===== config.mk =====
export PLATFORM = sky130hd
export DESIGN_NAME = rv_core_top
export DESIGN_NICKNAME = d
export VERILOG_FILES = /design/src/common/rv_pkg.sv /design/src/design/core/rv_decode.sv /design/src/design/core/rv_execute.sv /design/src/design/core/rv_fetch.sv /design/src/design/ra_stack.sv /design/src/design/rv_core_top.sv /design/src/design/rv_regfile.sv
export VERILOG_INCLUDE_DIRS = /design/src /design/src/common
export SDC_FILE = /design/constraint.sdc
export NUM_CORES = 2
export LEC_CHECK = 0
export BUFFER_PORTS_ARGS = -buffer_cell sky130_fd_sc_hd__buf_2
export CORE_ASPECT_RATIO = 0.8
export CORE_MARGIN = 2
export CORE_UTILIZATION = 25
export CTS_BUF_LIST = sky130_fd_sc_hd__clkbuf_2 sky130_fd_sc_hd__clkbuf_4 sky130_fd_sc_hd__clkbuf_8
export CTS_CLUSTER_SIZE = 40
export DETAILED_ROUTE_END_ITERATION = 6
export HOLD_SLACK_MARGIN = 0.15
export MAX_ROUTING_LAYER = met4
export SKIP_LAST_GASP = 1
export SLEW_MARGIN = 5
export SYNTH_ARGS = -nofsm -noshare
export SYNTH_HDL_FRONTEND = slang
export SYNTH_SLANG_ARGS = --single-unit

===== constraint.sdc =====
create_clock -name clk -period 9.7 [get_ports clk]
set_clock_uncertainty 0.15 [all_clocks]
set_input_delay 1.94 -clock clk [delete_from_list [all_inputs] [get_ports clk]]
set_output_delay 1.94 -clock clk [all_outputs]
set_load 0.03 [all_outputs]

===== src/common/rv_defines.svh =====
`ifndef RV_DEFINES_SVH
`define RV_DEFINES_SVH

// data path and address width
`define XLEN 32

// register file index width, 32 registers
`define REG_ADDR_W 5

// return-address stack entries
// kept small so overflow shows up in short programs
`define RAS_DEPTH 4

// byte step between sequential instructions
`define INSTR_BYTES 4

`endif


===== src/common/rv_pkg.sv =====
`include "rv_defines.svh"

package rv_pkg;

    typedef logic [`XLEN-1:0]       word_t;
    typedef logic [`REG_ADDR_W-1:0] reg_addr_t;

    // major opcodes of the supported subset
    typedef enum logic [6:0] {
        OP     = 7'b0110011,
        OP_IMM = 7'b0010011,
        LUI    = 7'b0110111,
        JAL    = 7'b1101111,
        JALR   = 7'b1100111
    } opcode_t;

    // alu selection, decode to execute
    typedef enum logic [2:0] {
        ADD    = 3'd0,
        SUB    = 3'd1,
        AND    = 3'd2,
        OR     = 3'd3,
        XOR    = 3'd4,
        PASS_B = 3'd5
    } alu_op_t;

    //////////////////////////////////////////////////
    // instruction field helpers
    //////////////////////////////////////////////////

    function automatic reg_addr_t get_rd(input word_t ins);
        return ins[11:7];
    endfunction

    function automatic reg_addr_t get_rs1(input word_t ins);
        return ins[19:15];
    endfunction

    function automatic reg_addr_t get_rs2(input word_t ins);
        return ins[24:20];
    endfunction

    function automatic logic [2:0] get_funct3(input word_t ins);
        return ins[14:12];
    endfunction

    function automatic logic [6:0] get_funct7(input word_t ins);
        return ins[31:25];
    endfunction

endpackage


===== src/design/core/rv_decode.sv =====
`timescale 1ns/1ps

module rv_decode import rv_pkg::*; (
    input  word_t     ins,
    input  logic      if_valid,
    output reg_addr_t rs1,
    output reg_addr_t rs2,
    output reg_addr_t rd,
    output alu_op_t   alu_op,
    output word_t     imm,
    output logic      use_imm,
    output logic      regwrite,
    output logic      is_jal,
    output logic      is_jalr,
    output logic      is_lui
);

    logic [2:0] funct3;
    logic [6:0] funct7;
    // known encoding, writes a register
    logic       writes;

    // register indices come straight from the word
    assign rs1    = get_rs1(ins);
    assign rs2    = get_rs2(ins);
    assign rd     = get_rd(ins);
    assign funct3 = get_funct3(ins);
    assign funct7 = get_funct7(ins);

    //////////////////////////////////////////////////
    // control decode
    //////////////////////////////////////////////////

    always_comb begin
        alu_op  = ADD;
        imm     = '0;
        use_imm = 1'b0;
        writes  = 1'b0;
        is_jal  = 1'b0;
        is_jalr = 1'b0;
        is_lui  = 1'b0;

        case (opcode_t'(ins[6:0]))
            OP: begin
                // register-register alu ops
                writes = 1'b1;
                case (funct3)
                    3'b000: begin
                        if (funct7 == 7'b0100000) begin
                            alu_op = SUB;
                        end else if (funct7 == 7'b0000000) begin
                            alu_op = ADD;
                        end else begin
                            writes = 1'b0;
                        end
                    end
                    3'b100: alu_op = XOR;
                    3'b110: alu_op = OR;
                    3'b111: alu_op = AND;
                    default: writes = 1'b0;
                endcase
                // only funct7 of zero is legal outside add/sub
                if (funct3 != 3'b000 && funct7 != 7'b0000000) begin
                    writes = 1'b0;
                end
            end
            OP_IMM: begin
                // addi only, i-type immediate
                imm     = {{20{ins[31]}}, ins[31:20]};
                use_imm = 1'b1;
                writes  = (funct3 == 3'b000);
            end
            LUI: begin
                // u-type, upper 20 bits
                imm     = {ins[31:12], 12'b0};
                use_imm = 1'b1;
                alu_op  = PASS_B;
                is_lui  = 1'b1;
                writes  = 1'b1;
            end
            JAL: begin
                // j-type offset, bit 0 implied zero
                imm    = {{12{ins[31]}}, ins[19:12], ins[20], ins[30:21], 1'b0};
                is_jal = 1'b1;
                writes = 1'b1;
            end
            JALR: begin
                imm     = {{20{ins[31]}}, ins[31:20]};
                use_imm = 1'b1;
                is_jalr = (funct3 == 3'b000);
                writes  = (funct3 == 3'b000);
            end
            default: begin
                // unsupported, falls through as a no-op
            end
        endcase

        // squashed slot does nothing
        if (!if_valid) begin
            writes  = 1'b0;
            is_jal  = 1'b0;
            is_jalr = 1'b0;
            is_lui  = 1'b0;
        end
    end

    // writes to x0 dropped here
    assign regwrite = writes & (rd != '0);

endmodule


===== src/design/core/rv_execute.sv =====
`timescale 1ns/1ps

`include "rv_defines.svh"

module rv_execute import rv_pkg::*; (
    input  word_t     pc,
    input  word_t     rs1_data,
    input  word_t     rs2_data,
    input  word_t     imm,
    input  logic      use_imm,
    input  alu_op_t   alu_op,
    input  logic      regwrite,
    input  reg_addr_t rd,
    input  logic      is_jal,
    input  logic      is_jalr,
    input  logic      is_lui,
    output logic      wb_en,
    output reg_addr_t wb_rd,
    output word_t     wb_data,
    output logic      redirect,
    output word_t     redirect_target
);

    word_t op_b;
    word_t alu_res;
    // return address for jal/jalr
    word_t link;
    word_t jalr_sum;

    //////////////////////////////////////////////////
    // alu
    //////////////////////////////////////////////////

    assign op_b = use_imm ? imm : rs2_data;

    // lui arrives as pass_b with the u-type immediate on op_b
    always_comb begin
        case (alu_op)
            ADD:     alu_res = rs1_data + op_b;
            SUB:     alu_res = rs1_data - op_b;
            AND:     alu_res = rs1_data & op_b;
            OR:      alu_res = rs1_data | op_b;
            XOR:     alu_res = rs1_data ^ op_b;
            PASS_B:  alu_res = op_b;
            default: alu_res = '0;
        endcase
    end

    //////////////////////////////////////////////////
    // jumps and write-back
    //////////////////////////////////////////////////

    assign link     = pc + `INSTR_BYTES;
    assign jalr_sum = rs1_data + imm;

    assign redirect        = is_jal | is_jalr;
    // jalr target has bit 0 forced low
    assign redirect_target = is_jalr ? {jalr_sum[`XLEN-1:1], 1'b0} : pc + imm;

    assign wb_en   = regwrite;
    assign wb_rd   = rd;
    assign wb_data = redirect ? link : alu_res;

    // decode flags at most one of jal, jalr and lui per slot
    always_comb begin
        a_one_kind: assert final ($onehot0({is_jal, is_jalr, is_lui}))
            else $error("slot kinds jal=%b jalr=%b lui=%b", is_jal, is_jalr, is_lui);
    end

endmodule


===== src/design/core/rv_fetch.sv =====
`timescale 1ns/1ps

`include "rv_defines.svh"

module rv_fetch import rv_pkg::*; (
    input  logic  clk,
    input  logic  rst,
    input  logic  hold,
    input  logic  halt,
    input  logic  redirect,
    input  word_t redirect_target,
    output logic  imem_en,
    output word_t imem_addr,
    output word_t if_pc,
    output logic  if_valid
);

    // address currently presented to the rom
    word_t pc;

    // rom only advances when the core is running
    assign imem_en   = ~(hold | halt);
    assign imem_addr = pc;

    always_ff @(posedge clk) begin
        if (rst) begin
            pc       <= '0;
            if_valid <= 1'b0;
        end else if (halt) begin
            // trapped, nothing more retires
            if_valid <= 1'b0;
        end else if (!hold) begin
            // word now leaving the rom belongs to the old pc
            if_pc    <= pc;
            // taken jump squashes the word in flight
            if_valid <= ~redirect;
            pc       <= redirect ? redirect_target : pc + `INSTR_BYTES;
        end
    end

    // jalr clears bit 0 only, so alignment rests on the program
    a_pc_aligned: assert property (
        @(posedge clk) disable iff (rst)
        imem_addr[1:0] == 2'b00
    ) else $error("imem_addr misaligned: %h", imem_addr);

endmodule


===== src/design/ra_stack.sv =====
`timescale 1ns/1ps

`include "rv_defines.svh"

module ra_stack import rv_pkg::*; (
    input  logic  clk,
    input  logic  rst,
    input  logic  push,
    input  logic  pop,
    input  word_t push_addr,
    input  word_t check_addr,
    output logic  trap,
    output logic  full,
    output logic  empty
);

    localparam int DEPTH   = `RAS_DEPTH;
    localparam int PTR_W   = (DEPTH > 1) ? $clog2(DEPTH) : 1;
    localparam int COUNT_W = $clog2(DEPTH + 1);

    word_t mem [DEPTH];
    // next free slot, top sits one below
    logic [PTR_W-1:0]   ptr;
    logic [COUNT_W-1:0] count;
    logic [PTR_W-1:0]   ptr_inc;
    logic [PTR_W-1:0]   ptr_dec;

    // wrap explicitly, depth need not be a power of two
    assign ptr_inc = (ptr == PTR_W'(DEPTH - 1)) ? '0 : ptr + 1'b1;
    assign ptr_dec = (ptr == '0) ? PTR_W'(DEPTH - 1) : ptr - 1'b1;

    assign full  = (count == COUNT_W'(DEPTH));
    assign empty = (count == '0);

    //////////////////////////////////////////////////
    // storage, no reset
    //////////////////////////////////////////////////

    always_ff @(posedge clk) begin
        // when full this lands on the oldest entry
        if (push) begin
            mem[ptr] <= push_addr;
        end
    end

    //////////////////////////////////////////////////
    // pointer, count and sticky trap
    //////////////////////////////////////////////////

    always_ff @(posedge clk) begin
        if (rst) begin
            ptr   <= '0;
            count <= '0;
            trap  <= 1'b0;
        end else if (push) begin
            ptr <= ptr_inc;
            // overflow keeps count pinned at depth
            if (!full) begin
                count <= count + 1'b1;
            end
        end else if (pop) begin
            if (empty) begin
                // return with no matching call
                trap <= 1'b1;
            end else begin
                ptr   <= ptr_dec;
                count <= count - 1'b1;
                if (mem[ptr_dec] != check_addr) begin
                    trap <= 1'b1;
                end
            end
        end
    end

    // call and return are exclusive on rd, decided at the top
    a_no_push_pop: assert property (
        @(posedge clk) disable iff (rst) !(push && pop)
    ) else $error("ra_stack push and pop together");

endmodule


===== src/design/rv_core_top.sv =====
`timescale 1ns/1ps

module rv_core_top import rv_pkg::*; (
    input  logic      clk,
    input  logic      rst,
    input  logic      debug,
    input  logic      prog,
    input  reg_addr_t debug_input,
    output word_t     debug_output,
    output logic      imem_en,
    output word_t     imem_addr,
    input  word_t     imem_dout,
    output logic      ra_trap,
    output logic      stack_full,
    output logic      stack_empty
);

    // pipeline stall from either view mode
    logic      hold;
    logic      ex_valid;
    word_t     if_pc;
    logic      if_valid;

    // decode outputs
    reg_addr_t dec_rs1;
    reg_addr_t dec_rs2;
    reg_addr_t dec_rd;
    alu_op_t   alu_op;
    word_t     imm;
    logic      use_imm;
    logic      regwrite;
    logic      is_jal;
    logic      is_jalr;
    logic      is_lui;

    // register file and execute
    reg_addr_t rf_rs1_addr;
    word_t     rs1_data;
    word_t     rs2_data;
    logic      wb_en;
    reg_addr_t wb_rd;
    word_t     wb_data;
    logic      redirect;
    word_t     redirect_target;

    // stack control
    logic      push;
    logic      pop;

    assign hold     = debug | prog;
    // held slot must not retire more than once
    assign ex_valid = if_valid & ~hold;

    rv_fetch u_fetch (
        .clk(clk), .rst(rst), .hold(hold), .halt(ra_trap),
        .redirect(redirect), .redirect_target(redirect_target),
        .imem_en(imem_en), .imem_addr(imem_addr),
        .if_pc(if_pc), .if_valid(if_valid)
    );

    rv_decode u_decode (
        .ins(imem_dout), .if_valid(ex_valid),
        .rs1(dec_rs1), .rs2(dec_rs2), .rd(dec_rd),
        .alu_op(alu_op), .imm(imm), .use_imm(use_imm), .regwrite(regwrite),
        .is_jal(is_jal), .is_jalr(is_jalr), .is_lui(is_lui)
    );

    // debug view borrows the rs1 read port
    assign rf_rs1_addr = debug ? debug_input : dec_rs1;

    rv_regfile u_regfile (
        .clk(clk), .rst(rst), .rs1_addr(rf_rs1_addr), .rs2_addr(dec_rs2),
        .wb_en(wb_en), .wb_rd(wb_rd), .wb_data(wb_data),
        .rs1_data(rs1_data), .rs2_data(rs2_data)
    );

    rv_execute u_execute (
        .pc(if_pc), .rs1_data(rs1_data), .rs2_data(rs2_data), .imm(imm),
        .use_imm(use_imm), .alu_op(alu_op), .regwrite(regwrite), .rd(dec_rd),
        .is_jal(is_jal), .is_jalr(is_jalr), .is_lui(is_lui),
        .wb_en(wb_en), .wb_rd(wb_rd), .wb_data(wb_data),
        .redirect(redirect), .redirect_target(redirect_target)
    );

    //////////////////////////////////////////////////
    // return-address tracking
    //////////////////////////////////////////////////

    // call links a register, return links none
    assign push = (is_jal | is_jalr) & (dec_rd != '0);
    assign pop  = is_jalr & (dec_rd == '0);

    ra_stack u_ra_stack (
        .clk(clk), .rst(rst), .push(push), .pop(pop),
        .push_addr(if_pc + 32'd4), .check_addr(redirect_target),
        .trap(ra_trap), .full(stack_full), .empty(stack_empty)
    );

    // prog view wins over the register view
    always_ff @(posedge clk) begin
        if (rst) begin
            debug_output <= '0;
        end else if (prog) begin
            debug_output <= imem_dout;
        end else if (debug) begin
            debug_output <= rs1_data;
        end else begin
            debug_output <= '0;
        end
    end

endmodule


===== src/design/rv_regfile.sv =====
`timescale 1ns/1ps

module rv_regfile import rv_pkg::*; (
    input  logic      clk,
    input  logic      rst,
    input  reg_addr_t rs1_addr,
    input  reg_addr_t rs2_addr,
    input  logic      wb_en,
    input  reg_addr_t wb_rd,
    input  word_t     wb_data,
    output word_t     rs1_data,
    output word_t     rs2_data
);

    // x1..x31, x0 has no storage
    word_t regs [1:31];

    //////////////////////////////////////////////////
    // write port
    //////////////////////////////////////////////////

    always_ff @(posedge clk) begin
        if (rst) begin
            for (int i = 1; i < 32; i++) begin
                regs[i] <= '0;
            end
        end else if (wb_en && wb_rd != '0) begin
            // lands at end of the execute cycle
            regs[wb_rd] <= wb_data;
        end
    end

    //////////////////////////////////////////////////
    // read ports
    //////////////////////////////////////////////////

    // x0 always reads zero
    // rs1 port also serves the debug view
    assign rs1_data = (rs1_addr == '0) ? '0 : regs[rs1_addr];
    assign rs2_data = (rs2_addr == '0) ? '0 : regs[rs2_addr];

endmodule


==> impl_metrics.toml <==
[run_status]
status = "finished, violations left"
violations = "DRC"

[route]
drt-initial-drc-count = 9119
finalWirelength_um = 287000
drt-pass1-iter-count = 7
antenna_left = 0
num_vias = 55600
routedWlPerCell_um = 28.7
via_per_inst = 5.56
drc = 7

[clock_tree]
clk_pin_slew_ns = 0.06
post_cts_buffers = 0
clk_latency_ns = 1.05
h-tree-depth = 4
clockBufferDepth = 3
cts_root_buf = "clkbuf_8"
cts-hold-fix-buffers = 0
numCtsBuffers = 200
cts_sinks = 1255
cts_resized = 0
cts_tree = "built"

[finish]
final_nets = 6223
fillers = 29100
syn2layout_area_growth_pct = 14.6
final_cells = 10000
drive_gt1_frac = 0.239

[global_routing]
antenna_found_initial = 25
grt_pass1_wl_um = 399000
grt_overflow = 0
grt_pass1_vias = 53400
grt_usage = 0.197
grt_max_degree = 55

[die]
rows = 175
die_area_um2 = 291000
start_util = 0.252
dieWidth_um = 603
ioPinCount = 109
coreArea_um2 = 285000
die_y_um = 483

[setup_path]
startpoint = "debug"
worstSetupEndpointType = "flip-flop"
timing.rr.start = "u_regfile.regs[27][0]"
cp-start-kind = "primary input"
critical_path_class = "in -> reg"
cp_data_required_time_ns = 10.39
arrival_ns = 9.60
path_max_fanout = 31

[synthesis]
syn_inst = 5851
synth_top_area_frac = 0.496
avgSynthCellArea_um2 = 12.3
async_flop_share = 0
ys_seq_area_frac = 0.516
synth_area_um2 = 71700
synthTopCellsByArea = "edfxtp_1 (50%), mux4_2 (18%), nor2_1 (6.1%)"
ys_types = 101
synth_area_leader_cell = "edfxtp_1"
ys_ff_latch = 1255
synth-edff-count = 1184
yosysWarnings = 0
synth_flop_cell = "edfxtp_1"

[placement]
gp_congestion = 1.01
dp_slack_ns = 0.0601
dp.cells = 9619
io_buffers = 108
hpwlAfterDp_um = 190000

[timing]
post-route-period-util = 0.918
slew_headroom = 0.106
setup_ws_ns = 0.792
hold_viol_final = 0
setup_viol = 0
rsz0062_at_grt = "false"
max_clock_freq_ghz = 0.112
worst_pin_slew_ns = 1.34
period_minus_slack_ns = 8.91
drv_slew = 0

[hold_path]
hp-start = "u_fetch.imem_addr[0]"
hold_class = "reg -> reg"

[power]
p_total_mw = 14.8
peakVddDrop_v = 0.000199
p_leak_nw = 30.0
power.density_nw_per_um2 = 180

[flow_run]
maxCapViolCount = 0
cells in the final DEF (no fill, tap or decap), types with 57 or more instances in the layout:
master,instances
xnor2_1,111
clkbuf_8,209
inv_1,164
nand2_1,396
nand3_1,57
dfxtp_1,71
buf_2,105
o21ai_0,137
nor2_1,1166
clkbuf_4,59
a21oi_1,181
edfxtp_1,1184
mux4_2,558
buf_4,289
and3_1,59
nor3_1,76
mux2i_1,69
o22ai_1,73
ha_1,162
Yosys cell counts, types with 54 or more instances:
master and n:
nand2_1 428, mux2i_1 70, nand2b_1 69, a21oi_1 185, xnor2_1 111, nor3_1 79, dfxtp_1 71, inv_1 164
nand3_1 57, o22ai_1 80, o21ai_0 137, nor2_1 1169, ha_1 162, and3_1 63, edfxtp_1 1184, mux4_2 558
a31oi_1 54, clkbuf_1 369
report_power, final:
group,internal [mW],switching [mW]
registers,6.14,0.105
clock network,2.35,2.30
logic,1.16,2.76
layout make-up:
| class | count | area [um2] | share of cell area |
|---|---|---|---|
| Multi-Input combinational cell | 3964 | 32500 | 0.395 |
| Sequential cell | 1255 | 37000 | 0.450 |
| Inverter | 169 | 639 | 0.00778 |
| Clock buffer | 268 | 3320 | 0.0404 |
| Timing Repair Buffer | 426 | 3330 | 0.0405 |
| Clock inverter | 91 | 632 | 0.00769 |
| Tap cell | 3805 | 4760 | 0.0579 |
| Antenna cell | 23 | 57.6 | 0.000700 |
routing by layer:
layer  vias up  wire length (um)  track usage
li1      22500                 -            -
met1     28300            110000        0.256
met2      4070            123000        0.281
met3       697             41100       0.0643
met4         0             12700       0.0816
met5         -                 0            -
through the flow:
stage,util,hold WS [ns],setup TNS [ns],area [um2]
final,0.289,0.353,0,82200
after global routing,0.289,0.360,0,82200
after CTS,0.289,0.361,0,82100
after detailed placement,0.275,0.346,0,78200
after global placement,0.275,0.318,-0.133,78200
after floorplan,-,0.311,0,71800
worst max-delay path, cell delays in order:
cell       delay, ns
buf_2           0.39
mux2_8          0.59
buf_4           0.35
mux4_2          0.55
nand2_1         0.08
and3_1          0.19
a31oi_1         0.14
o22ai_1         0.64
inv_1           0.16
ha_1            0.40
a21oi_1         0.40
nand4_1         0.13
nor4_1          0.67
nor4_1          0.20
nor4b_1         0.43
buf_4           0.20
buf_4           0.12
nor3_1          0.06
or4_1           0.46
o311ai_0        0.10
a2bb2oi_1       0.29
xnor2_1         0.16
and3_1          0.24
nand4_1         0.11
a2111oi_0       0.41
nor3_1          0.08
logic make-up (layout without fill, tap and decap cells):
logic type,count (synthesis),count (layout),share of synthesized area
AO/OA/AOI/OAI,883,883,0.0824
XOR/XNOR,164,164,0.0204
adder cells (fa/ha/maj),167,167,0.0295
buffers and inverters,663,954,0.0391
flip-flops,1255,1255,0.516
multiplexers,657,657,0.190
other,1,55,0.0000523
AND/OR/NAND/NOR,2061,2061,0.123
flip-flops by register name (all words and copies together) (netlist names):
| signal | count |
|---|---|
| u_ra_stack.count | 3 |
| u_fetch.imem_addr | 32 |
| debug_output | 32 |
| u_ra_stack.mem | 128 |
| u_fetch.if_valid | 1 |
| u_regfile.regs | 1024 |
| u_ra_stack.trap | 1 |
| u_ra_stack.ptr | 2 |
| u_fetch.if_pc | 32 |
path summary, 6_finish.rpt:
check / endpoint / slack, ns / depth (start not counted)
min reg2reg: u_fetch.if_pc[0] / 0.35 / 0
max reg2reg: u_regfile.regs[17][31] / 2.14 / 29
max: u_ra_stack.trap / 0.79 / 26
min: u_fetch.if_pc[0] / 0.35 / 0
Note: power is estimated with default switching activity, not from simulation.
